===== src/design/cpu8_core_pkg.sv =====
package cpu8_core_pkg;

    localparam int data_w   = 8;
    localparam int num_regs = 8;
    localparam int reg_idx_w = $clog2(num_regs);

    // one data word, all results wrap to this width
    typedef logic [data_w-1:0] data_t;

    // register index, taken from the low bits of a register byte
    typedef logic [reg_idx_w-1:0] reg_idx_t;

    // each operation has its own code, srl and ror are distinct
    typedef enum logic [3:0] {
        alu_fwd = 4'd0,  // pass operand 2
        alu_add = 4'd1,  // also used by sub, beq, bne with negate
        alu_and = 4'd2,
        alu_or  = 4'd3,
        alu_mul = 4'd4,  // low byte of product
        alu_sll = 4'd5,
        alu_srl = 4'd6,
        alu_sra = 4'd7,
        alu_ror = 4'd8
    } alu_op_e;

endpackage

===== src/design/cpu8_isa_pkg.sv =====
package cpu8_isa_pkg;

    import cpu8_core_pkg::*;

    typedef logic [7:0] opcode_t;

    localparam opcode_t op_add   = 8'd0;
    localparam opcode_t op_sub   = 8'd1;
    localparam opcode_t op_and   = 8'd2;
    localparam opcode_t op_or    = 8'd3;
    localparam opcode_t op_mov   = 8'd4;
    localparam opcode_t op_loadi = 8'd5;
    localparam opcode_t op_j     = 8'd6;
    localparam opcode_t op_beq   = 8'd7;
    localparam opcode_t op_bne   = 8'd8;
    localparam opcode_t op_mult  = 8'd9;
    localparam opcode_t op_sll   = 8'd10;
    localparam opcode_t op_srl   = 8'd11;
    localparam opcode_t op_sra   = 8'd12;
    localparam opcode_t op_ror   = 8'd13;

    // instruction word, opcode in the top byte
    typedef struct packed {
        opcode_t opcode;
        data_t   dest;  // dest register, or signed offset for j/beq/bne
        data_t   src1;
        data_t   src2;  // register index or immediate
    } instr_t;

    // decoded control flags
    typedef struct packed {
        logic    write_en;
        alu_op_e alu_op;
        logic    use_reg_src2;  // 1 = register, 0 = immediate byte
        logic    negate;        // two's complement of operand 2
        logic    branch_eq;
        logic    branch_ne;
        logic    jump;
    } ctrl_t;

endpackage


===== src/design/cpu8_top.sv =====
`timescale 1ns/1ns

module cpu8_top import cpu8_core_pkg::*; import cpu8_isa_pkg::*; #(
    parameter int imem_depth = 64
) (
    input  logic                          clk,
    input  logic                          rst_n,
    input  logic                          run,
    input  logic                          prog_we,
    input  logic [$clog2(imem_depth)-1:0] prog_addr,
    input  instr_t                        prog_data,
    output logic                          retire,
    output logic [$clog2(imem_depth)-1:0] pc,
    output logic                          wb_en,
    output reg_idx_t                      wb_reg,
    output data_t                         wb_data
);

    instr_t   instr;
    ctrl_t    ctrl;
    data_t    rdata1;
    data_t    rdata2;
    data_t    alu_result;
    logic     alu_zero;
    logic     imem_we;
    logic     rf_we;
    reg_idx_t dest_idx;

    assign imem_we  = prog_we & ~run;  // program load only while halted
    assign rf_we    = ctrl.write_en & run;
    assign dest_idx = instr.dest[reg_idx_w-1:0];

    instr_mem #(
        .imem_depth (imem_depth)
    ) u_imem (
        .clk   (clk),
        .we    (imem_we),
        .waddr (prog_addr),
        .wdata (prog_data),
        .raddr (pc),
        .rdata (instr)
    );

    control_unit u_ctrl (
        .opcode (instr.opcode),
        .ctrl   (ctrl)
    );

    reg_file u_rf (
        .clk    (clk),
        .rst_n  (rst_n),
        .we     (rf_we),
        .waddr  (dest_idx),
        .wdata  (alu_result),
        .raddr1 (instr.src1[reg_idx_w-1:0]),
        .raddr2 (instr.src2[reg_idx_w-1:0]),
        .rdata1 (rdata1),
        .rdata2 (rdata2)
    );

    alu u_alu (
        .op           (ctrl.alu_op),
        .negate       (ctrl.negate),
        .use_reg_src2 (ctrl.use_reg_src2),
        .a            (rdata1),
        .b_reg        (rdata2),
        .imm          (instr.src2),
        .result       (alu_result),
        .zero         (alu_zero)
    );

    pc_unit #(
        .imem_depth (imem_depth)
    ) u_pc (
        .clk    (clk),
        .rst_n  (rst_n),
        .run    (run),
        .ctrl   (ctrl),
        .zero   (alu_zero),
        .offset (instr.dest),  // dest byte holds the branch offset
        .pc     (pc)
    );

    // one instruction retires per cycle while run is high
    assign retire  = run;
    assign wb_en   = rf_we;
    assign wb_reg  = dest_idx;
    assign wb_data = alu_result;

endmodule


===== src/design/instr_mem.sv =====
`timescale 1ns/1ns

module instr_mem import cpu8_isa_pkg::*; #(
    parameter int imem_depth = 64
) (
    input  logic                          clk,
    input  logic                          we,
    input  logic [$clog2(imem_depth)-1:0] waddr,
    input  instr_t                        wdata,
    input  logic [$clog2(imem_depth)-1:0] raddr,
    output instr_t                        rdata
);

    instr_t mem [imem_depth];  // contents undefined until loaded

    always_ff @(posedge clk) begin
        if (we) begin
            mem[waddr] <= wdata;
        end
    end

    assign rdata = mem[raddr];  // async read at the pc

endmodule


===== src/design/pc_unit.sv =====
`timescale 1ns/1ns

module pc_unit import cpu8_core_pkg::*; import cpu8_isa_pkg::*; #(
    parameter int imem_depth = 64  // power of two, pc wraps on overflow
) (
    input  logic                          clk,
    input  logic                          rst_n,
    input  logic                          run,
    input  ctrl_t                         ctrl,
    input  logic                          zero,
    input  data_t                         offset,
    output logic [$clog2(imem_depth)-1:0] pc
);

    localparam int pc_w = $clog2(imem_depth);

    logic [pc_w-1:0] pc_seq;
    logic [pc_w-1:0] pc_target;
    logic [pc_w-1:0] offset_ext;
    logic            taken;

    // offset counts instructions, relative to pc + 1
    assign offset_ext = pc_w'($signed(offset));
    assign pc_seq     = pc + 1'b1;
    assign pc_target  = pc_seq + offset_ext;

    assign taken = ctrl.jump
                 | (ctrl.branch_eq & zero)
                 | (ctrl.branch_ne & ~zero);

    always_ff @(posedge clk) begin
        if (!rst_n) begin
            pc <= '0;
        end else if (run) begin
            pc <= taken ? pc_target : pc_seq;
        end
    end

endmodule


===== src/design/reg_file.sv =====
`timescale 1ns/1ns

module reg_file import cpu8_core_pkg::*; (
    input  logic     clk,
    input  logic     rst_n,
    input  logic     we,
    input  reg_idx_t waddr,
    input  data_t    wdata,
    input  reg_idx_t raddr1,
    input  reg_idx_t raddr2,
    output data_t    rdata1,
    output data_t    rdata2
);

    data_t regs [num_regs];

    always_ff @(posedge clk) begin
        if (!rst_n) begin
            for (int i = 0; i < num_regs; i++) begin
                regs[i] <= '0;
            end
        end else if (we) begin
            regs[waddr] <= wdata;
        end
    end

    // no bypass, a read in the write cycle returns the old value
    assign rdata1 = regs[raddr1];
    assign rdata2 = regs[raddr2];

endmodule


===== src/design/alu.sv =====
`timescale 1ns/1ns

module alu import cpu8_core_pkg::*; (
    input  alu_op_e op,
    input  logic    negate,
    input  logic    use_reg_src2,
    input  data_t   a,
    input  data_t   b_reg,
    input  data_t   imm,
    output data_t   result,
    output logic    zero
);

    data_t      b_sel;   // operand 2 before negation
    data_t      b_op;    // operand 2 as seen by the operation
    logic [2:0] shamt;

    assign b_sel = use_reg_src2 ? b_reg : imm;
    assign b_op  = negate ? data_t'(~b_sel + 8'd1) : b_sel;
    assign shamt = imm[2:0];  // shifts only use 3 bits

    always_comb begin
        case (op)
            alu_fwd: begin
                result = b_op;
            end
            alu_add: begin
                result = data_t'(a + b_op);  // wraps
            end
            alu_and: begin
                result = a & b_op;
            end
            alu_or: begin
                result = a | b_op;
            end
            alu_mul: begin
                result = data_t'(a * b_op);  // low byte only
            end
            alu_sll: begin
                result = a << shamt;
            end
            alu_srl: begin
                result = a >> shamt;
            end
            alu_sra: begin
                result = data_t'($signed(a) >>> shamt);  // keeps sign bit
            end
            alu_ror: begin
                result = data_t'({a, a} >> shamt);  // low byte of doubled word
            end
            default: begin
                result = b_op;
            end
        endcase
    end

    // branch compare uses this after a - b
    assign zero = (result == '0);

endmodule


===== src/design/control_unit.sv =====
`timescale 1ns/1ns

module control_unit import cpu8_core_pkg::*; import cpu8_isa_pkg::*; (
    input  opcode_t opcode,
    output ctrl_t   ctrl
);

    always_comb begin
        ctrl        = '0;  // unknown opcodes fall through as a no-op
        ctrl.alu_op = alu_fwd;
        case (opcode)
            op_add: begin
                ctrl.write_en     = 1'b1;
                ctrl.alu_op       = alu_add;
                ctrl.use_reg_src2 = 1'b1;
            end
            op_sub: begin
                ctrl.write_en     = 1'b1;
                ctrl.alu_op       = alu_add;
                ctrl.use_reg_src2 = 1'b1;
                ctrl.negate       = 1'b1;  // src1 + (-src2)
            end
            op_and: begin
                ctrl.write_en     = 1'b1;
                ctrl.alu_op       = alu_and;
                ctrl.use_reg_src2 = 1'b1;
            end
            op_or: begin
                ctrl.write_en     = 1'b1;
                ctrl.alu_op       = alu_or;
                ctrl.use_reg_src2 = 1'b1;
            end
            op_mov: begin
                ctrl.write_en     = 1'b1;  // copies register src2
                ctrl.use_reg_src2 = 1'b1;
            end
            op_loadi: begin
                ctrl.write_en = 1'b1;  // forwards the immediate
            end
            op_j: begin
                ctrl.jump = 1'b1;
            end
            op_beq: begin
                ctrl.alu_op       = alu_add;
                ctrl.use_reg_src2 = 1'b1;
                ctrl.negate       = 1'b1;
                ctrl.branch_eq    = 1'b1;
            end
            op_bne: begin
                ctrl.alu_op       = alu_add;
                ctrl.use_reg_src2 = 1'b1;
                ctrl.negate       = 1'b1;
                ctrl.branch_ne    = 1'b1;
            end
            op_mult: begin
                ctrl.write_en     = 1'b1;
                ctrl.alu_op       = alu_mul;
                ctrl.use_reg_src2 = 1'b1;
            end
            // shift amount comes from the immediate byte
            op_sll: begin
                ctrl.write_en = 1'b1;
                ctrl.alu_op   = alu_sll;
            end
            op_srl: begin
                ctrl.write_en = 1'b1;
                ctrl.alu_op   = alu_srl;
            end
            op_sra: begin
                ctrl.write_en = 1'b1;
                ctrl.alu_op   = alu_sra;
            end
            op_ror: begin
                ctrl.write_en = 1'b1;
                ctrl.alu_op   = alu_ror;
            end
            default: begin
                ctrl.write_en = 1'b0;
            end
        endcase
    end

endmodule


===== config.mk =====
export PLATFORM = sky130hd
export DESIGN_NAME = cpu8_top
export DESIGN_NICKNAME = d
export VERILOG_FILES = /design/src/design/cpu8_core_pkg.sv /design/src/design/cpu8_isa_pkg.sv /design/src/design/cpu8_top.sv /design/src/design/instr_mem.sv /design/src/design/pc_unit.sv /design/src/design/reg_file.sv /design/src/design/alu.sv /design/src/design/control_unit.sv
export SDC_FILE = /design/constraint.sdc
export NUM_CORES = 2
export LEC_CHECK = 0
export BUFFER_PORTS_ARGS = -buffer_cell sky130_fd_sc_hd__buf_2
export CORE_MARGIN = 3
export CORE_UTILIZATION = 57
export DETAILED_ROUTE_END_ITERATION = 16
export PLACE_DENSITY = 0.76
export SYNTH_ARGS = -nofsm -noshare
export SYNTH_HDL_FRONTEND = slang
export SYNTH_SLANG_ARGS = --single-unit
export TNS_END_PERCENT = 1

===== constraint.sdc =====
create_clock -name clk -period 10.2 [get_ports clk]
set_input_delay 2.04 -clock clk [delete_from_list [all_inputs] [get_ports clk]]
set_output_delay 2.04 -clock clk [all_outputs]
set_load 0.05 [all_outputs]

# == Word level (Yosys, flattened, before mapping) ==
# Memory sizes are Yosys's and may differ from the RTL's. A register that Yosys moved wholly into a read port is not among the register bits.
# Cells that the tools add are included.
# op_classes
shift,4
mux,22
eq_ne,21
reduce_logical,7
n_div,0
multipliers,1
n_lt_le_gt_ge,0
n_bitwise,11
n_addsub,4
# ops
op,n
$pmux W8 S8,1
$eq A8 B4 Y1 const B,6
$eq A8 B3 Y1 const B,4
$pmux W4 S8,1
$mux W8,3
$mux W6,3
$eq A4 B3 Y1 const B,4
$eq A8 B2 Y1 const B,2
$logic_not A8 Y1,2
$reduce_or A8 Y1,2
$shr A16 B3 Y8,1
$mux W1,13
$reduce_or A11 Y1,1
$add A8 B1 Y8 const B,1
$add A8 B8 Y8,1
$and A8 B8 Y8,1
$eq A4 B2 Y1 const B,2
$eq A8 B1 Y1 const B,1
$mul A8 B8 Y8,1
$not A8 Y8,1
$or A8 B8 Y8,1
$shl A8 B3 Y8,1
$shr A8 B3 Y8,1
$sshr A8 B3 Y8,1
10 further kinds,15
# totals
latch_bits,0
mem_bits_ro,0
memories,2
wordCells,73
out_inout_bits,19
register_bits,6
ram_bits,2112
input_bits,42
# mem_list
name,depth,width,read_ports,rd_ports_with_merged_regs,write_ports,line_no,rtl
u_imem.mem,64,32,1,1,1,instr_mem.sv:14,instr_t mem [imem_depth];
u_rf.regs,8,8,2,0,8,reg_file.sv:15,data_t regs [num_regs];

# == Depth between registers and ports, before layout ==
# depth
word_depth,16
depth_mapped,45
mapped_depth_nobuf,37

# == By module ==
# From an unflattened synthesis, not the netlist that was laid out.
# hier_totals
hier_cells,4016
hier_area_um2,85100.4
# modules_own_cells
module,n_inst,seq_area_each_um2,area_each_um2,cells_per_inst
instr_mem,1,61499.0,77874.7,3292
reg_file,1,1921.8,3523.4,223
alu,1,0.0,2807.7,379
pc_unit,1,120.1,643.1,84
control_unit,1,0.0,227.7,35
cpu8_top,1,0.0,23.8,3

# == Worst setup path before layout ==
# No wires, ideal clock.
# synth_path
path_kind,register -> output
startpoint,reg with a tool-made name
endpoint,out wb_data[7]
setup_slack_ns,0.253
path_stages_with_launch,35
required_time_ns,8.160
arrival_time_ns,7.907
n_path_buf,4
path_cell_list,dfxtp_1 > buf_6 > buf_6 > buf_6 > mux4_2 > o311ai_1 > o311a_1 > a2111oi_0 > or4_1 > o21ai_2 > inv_2 > ha_1 > nor2_1 > or3_1 > nand2_2 > inv_1 > nand2_1 > fa_1 > fa_1 > inv_1 > fa_1 > inv_1 > fa_1 > inv_1 > ha_1 > a21oi_1 > xnor2_1 > xnor2_1 > xnor2_1 > xnor2_1 > xnor3_1 > and3b_1 > o31ai_2 > buf_4 > inv_1
# synth_lines
element,line_no,rtl
end: declaration,cpu8_top.sv:16,output data_t wb_data

==> qor.yml <==
cts:
  cts_max_level: 4
  ctsHoldBuffers: 0
  cts_tree: "done"
  clockBufferDepth: 3
  clkSinkCount: 1676
  cts-root-buf: "clkbuf_16"
  numCtsBuffers: 162
  clk_latency_ps: 780
  clkSlewWorstSetupHoldPaths_ps: 60
yosys:
  synth_nets: 3555
  avgSynthCellArea_um2: 19.7
  seq_area_frac_synth_pct: 73.7
  synthArstFlopShare_pct: 0
  synth_flop_cell: "edfxtp_1"
  yosysWarnings: 0
  synth_edf_count: 1664
  ys_types: 105
  synth-seq-cells: 1676
  netlist_area_um2: 68100
  syn_inst: 3460
critical_path:
  crit_buf_inv: 13
  startpoint_type: "register"
  endpoint: "wb_data[7]"
  critPathMaxStageDelay_ps: 510
  r2r_slack_ps: 970
  worst-setup-path-type: "reg -> out"
  cpMaxStageDelayCell: "mux4_2"
  worstPathMaxFanout: 7
  crit_required_ps: 8160
  critical_path_arrival_ps: 8780
  reg2reg_depth: 44
  cp.depth: 40
  endpoint_kind: "output pin"
  crit_family: "adder cells"
layout:
  final_util_pct: 66.5
  layout-drive-gt1-share_pct: 31.4
  final_cells: 5564
  nNetsFinal: 3996
  area_growth_pct: 15.4
  final_cell_area_um2: 78600
  diodes: 0
  fillers: 7326
timing:
  worst_slew_pin_slew_ps: 1300
  skew_ps: 34.7
  drv_slew: 0
  rsz0062_at_grt: "yes"
  fin_crit_ps: 10820
  setup_viol: 3
  worst_slack_ps: -620
  maxSlewHeadroom_pct: 13.0
  hold_viol: 0
  timing.final.crit_share_pct: 106
  max_freq_mhz: 92.4
floorplanning:
  rows: 126
  pin_count: 61
  start_util_pct: 57.6
  die-height_um: 352
  die_w_um: 352
  core_um2: 118000
  design.die.area_um2: 124000
pwr:
  power_leakage_nw: 25.3
  cellPowerDensity_nw_per_um2: 213
  irDropWorstVdd_mv: 0.254
global_routing:
  antenna_found_initial: 3
  grtUsageTotal_pct: 30.9
  grt_max_degree: 75
  grt_first_pass_wirelength_mm: 269
  overflow: 0
  grt_pass1_vias: 38100
detailed_routing:
  via_count: 37800
  dr.pass1.iters: 7
  drt-total-wl_mm: 189
  drt-initial-drc-count: 4862
  vias_per_cell: 6.80
  wl_per_cell_um: 33.9
  drc_errors: 0
  ant_nets: 0
job:
  maxCapViolCount: 0
placed_design:
  placed_cell_area_um2: 72800
  port_buffers: 53
  place.gp.congestion: 0.931
  dp_hpwl_mm: 110
  placedCellCount: 5240
outcome:
  outcome: "complete, but fails checks"
  violations: "setup timing"
min_path:
  holdCritPathClass: "reg -> reg"
synthesized netlist by cell type (17+ instances only):
cell type     n  area (µm²)
a211oi_1     29         218
a21boi_0     21         158
a21oi_1      59         295
a22oi_1      18         135
buf_2        41         205
buf_4        28         210
buf_6        27         304
clkbuf_1     52         195
edfxtp_1   1664       50000
ha_1         39         488
inv_1        64         240
mux2_2       23         259
mux2i_1      89         891
mux4_2      389        8760
nand2_1     122         458
nand3_1      33         165
nor2_1      246         923
nor2b_1      24         150
nor3_1       41         205
o211ai_1     17         128
o21ai_0      45         225
o32ai_1      20         175
xnor2_1      23         201
worst min path at each step:
stage	from	to	slack, ps	depth (start not counted)
2_1_floorplan	u_pc.pc[5]	register	690	2
3_3_place_gp	u_pc.pc[5]	u_pc.pc[5]	470	2
3_5_place_dp	u_pc.pc[5]	register	490	2
4_1_cts	u_pc.pc[5]	u_pc.pc[5]	500	2
5_1_grt	u_pc.pc[5]	u_pc.pc[5]	540	2
6_report	u_pc.pc[5]	u_pc.pc[5]	530	2
sequential cells by signal (all words and copies together) (netlist names), named ones only:
name / count
u_imem.mem: 1600
u_pc.pc: 6
u_rf.regs: 64
through the flow:
step / TNS, ps / hold WS (ps) / setup slack (ps) / total power, mW
finish: -992 / 527 / -620 / 16.7
floorplan: 0 / 690 / 253 / 9.61
CTS: -887 / 499 / -607 / 16.7
global placement: -526 / 474 / -526 / 10.7
global route: -1850 / 540 / -866 / 17.2
detailed placement: -552 / 490 / -552 / 10.8
layer usage:
metal | wire length (µm) | global-route usage (%) | part of all wire [%]
met1 | 64900 | 39.2 | 34
met2 | 93500 | 50.3 | 50
met3 | 19300 | 7.31 | 10
met4 | 11000 | 16.2 | 5.9
met5 | 0 | 0 | 0
cell type report:
type | count | area [µm²] | area share, %
Tap cell | 1536 | 1920 | 2.45
Inverter | 74 | 278 | 0.354
Sequential cell | 1676 | 50200 | 63.9
Multi-Input combinational cell | 1541 | 17400 | 22.1
Clock inverter | 84 | 681 | 0.866
Timing Repair Buffer | 446 | 3740 | 4.76
Clock buffer | 207 | 4350 | 5.54
power by group:
| part | internal [mW] | switching, mW |
|---|---|---|
| sequential | 7.61 | 0.0283 |
| combinational | 1.46 | 1.86 |
| clock | 3.22 | 2.53 |
| total | 12.3 | 4.42 |
kinds of logic (layout without fill, tap and decap cells):
group                    after synthesis  in the layout  synth area share (%)
buffers and inverters                243            811                  1.95
XOR/XNOR                              32             32                 0.452
adder cells (fa/ha/maj)               53             53                  1.13
AO/OA/AOI/OAI                        355            355                  4.01
multiplexers                         502            502                  14.6
flip-flops                          1676           1676                  73.7
AND/OR/NAND/NOR                      599            599                  4.16
cells in the final DEF, fill, tap and decap left out, types with 36 or more instances in the layout:
| master | count |
|---|---|
| clkbuf_1 | 39 |
| nor2_1 | 180 |
| mux4_2 | 389 |
| nor2_4 | 59 |
| ha_1 | 36 |
| mux2i_1 | 86 |
| o21ai_0 | 43 |
| nand2_1 | 121 |
| nor3_1 | 38 |
| edfxtp_1 | 1664 |
| a21oi_1 | 57 |
| buf_4 | 347 |
| clkinv_1 | 39 |
| clkbuf_16 | 168 |
| inv_1 | 62 |
| buf_2 | 50 |
worst register-to-register path, delay by kind of cell (launching register included):
| family | cells | cell delay (ps) |
|---|---|---|
| multiplexers | 3 | 940 |
| buffers and inverters | 13 | 1650 |
| XOR/XNOR | 5 | 890 |
| AND/OR/NAND/NOR | 7 | 1080 |
| flip-flops | 1 | 360 |
| AO/OA/AOI/OAI | 9 | 1980 |
| adder cells (fa/ha/maj) | 7 | 2210 |
what timing repair did:
item	CTS	global route
setup buffers	32	0
setup endpoints to repair	4	3
resized for setup	99	6
pin swaps	39	2
gates cloned	2	0
(Power assumes the default switching activity.)
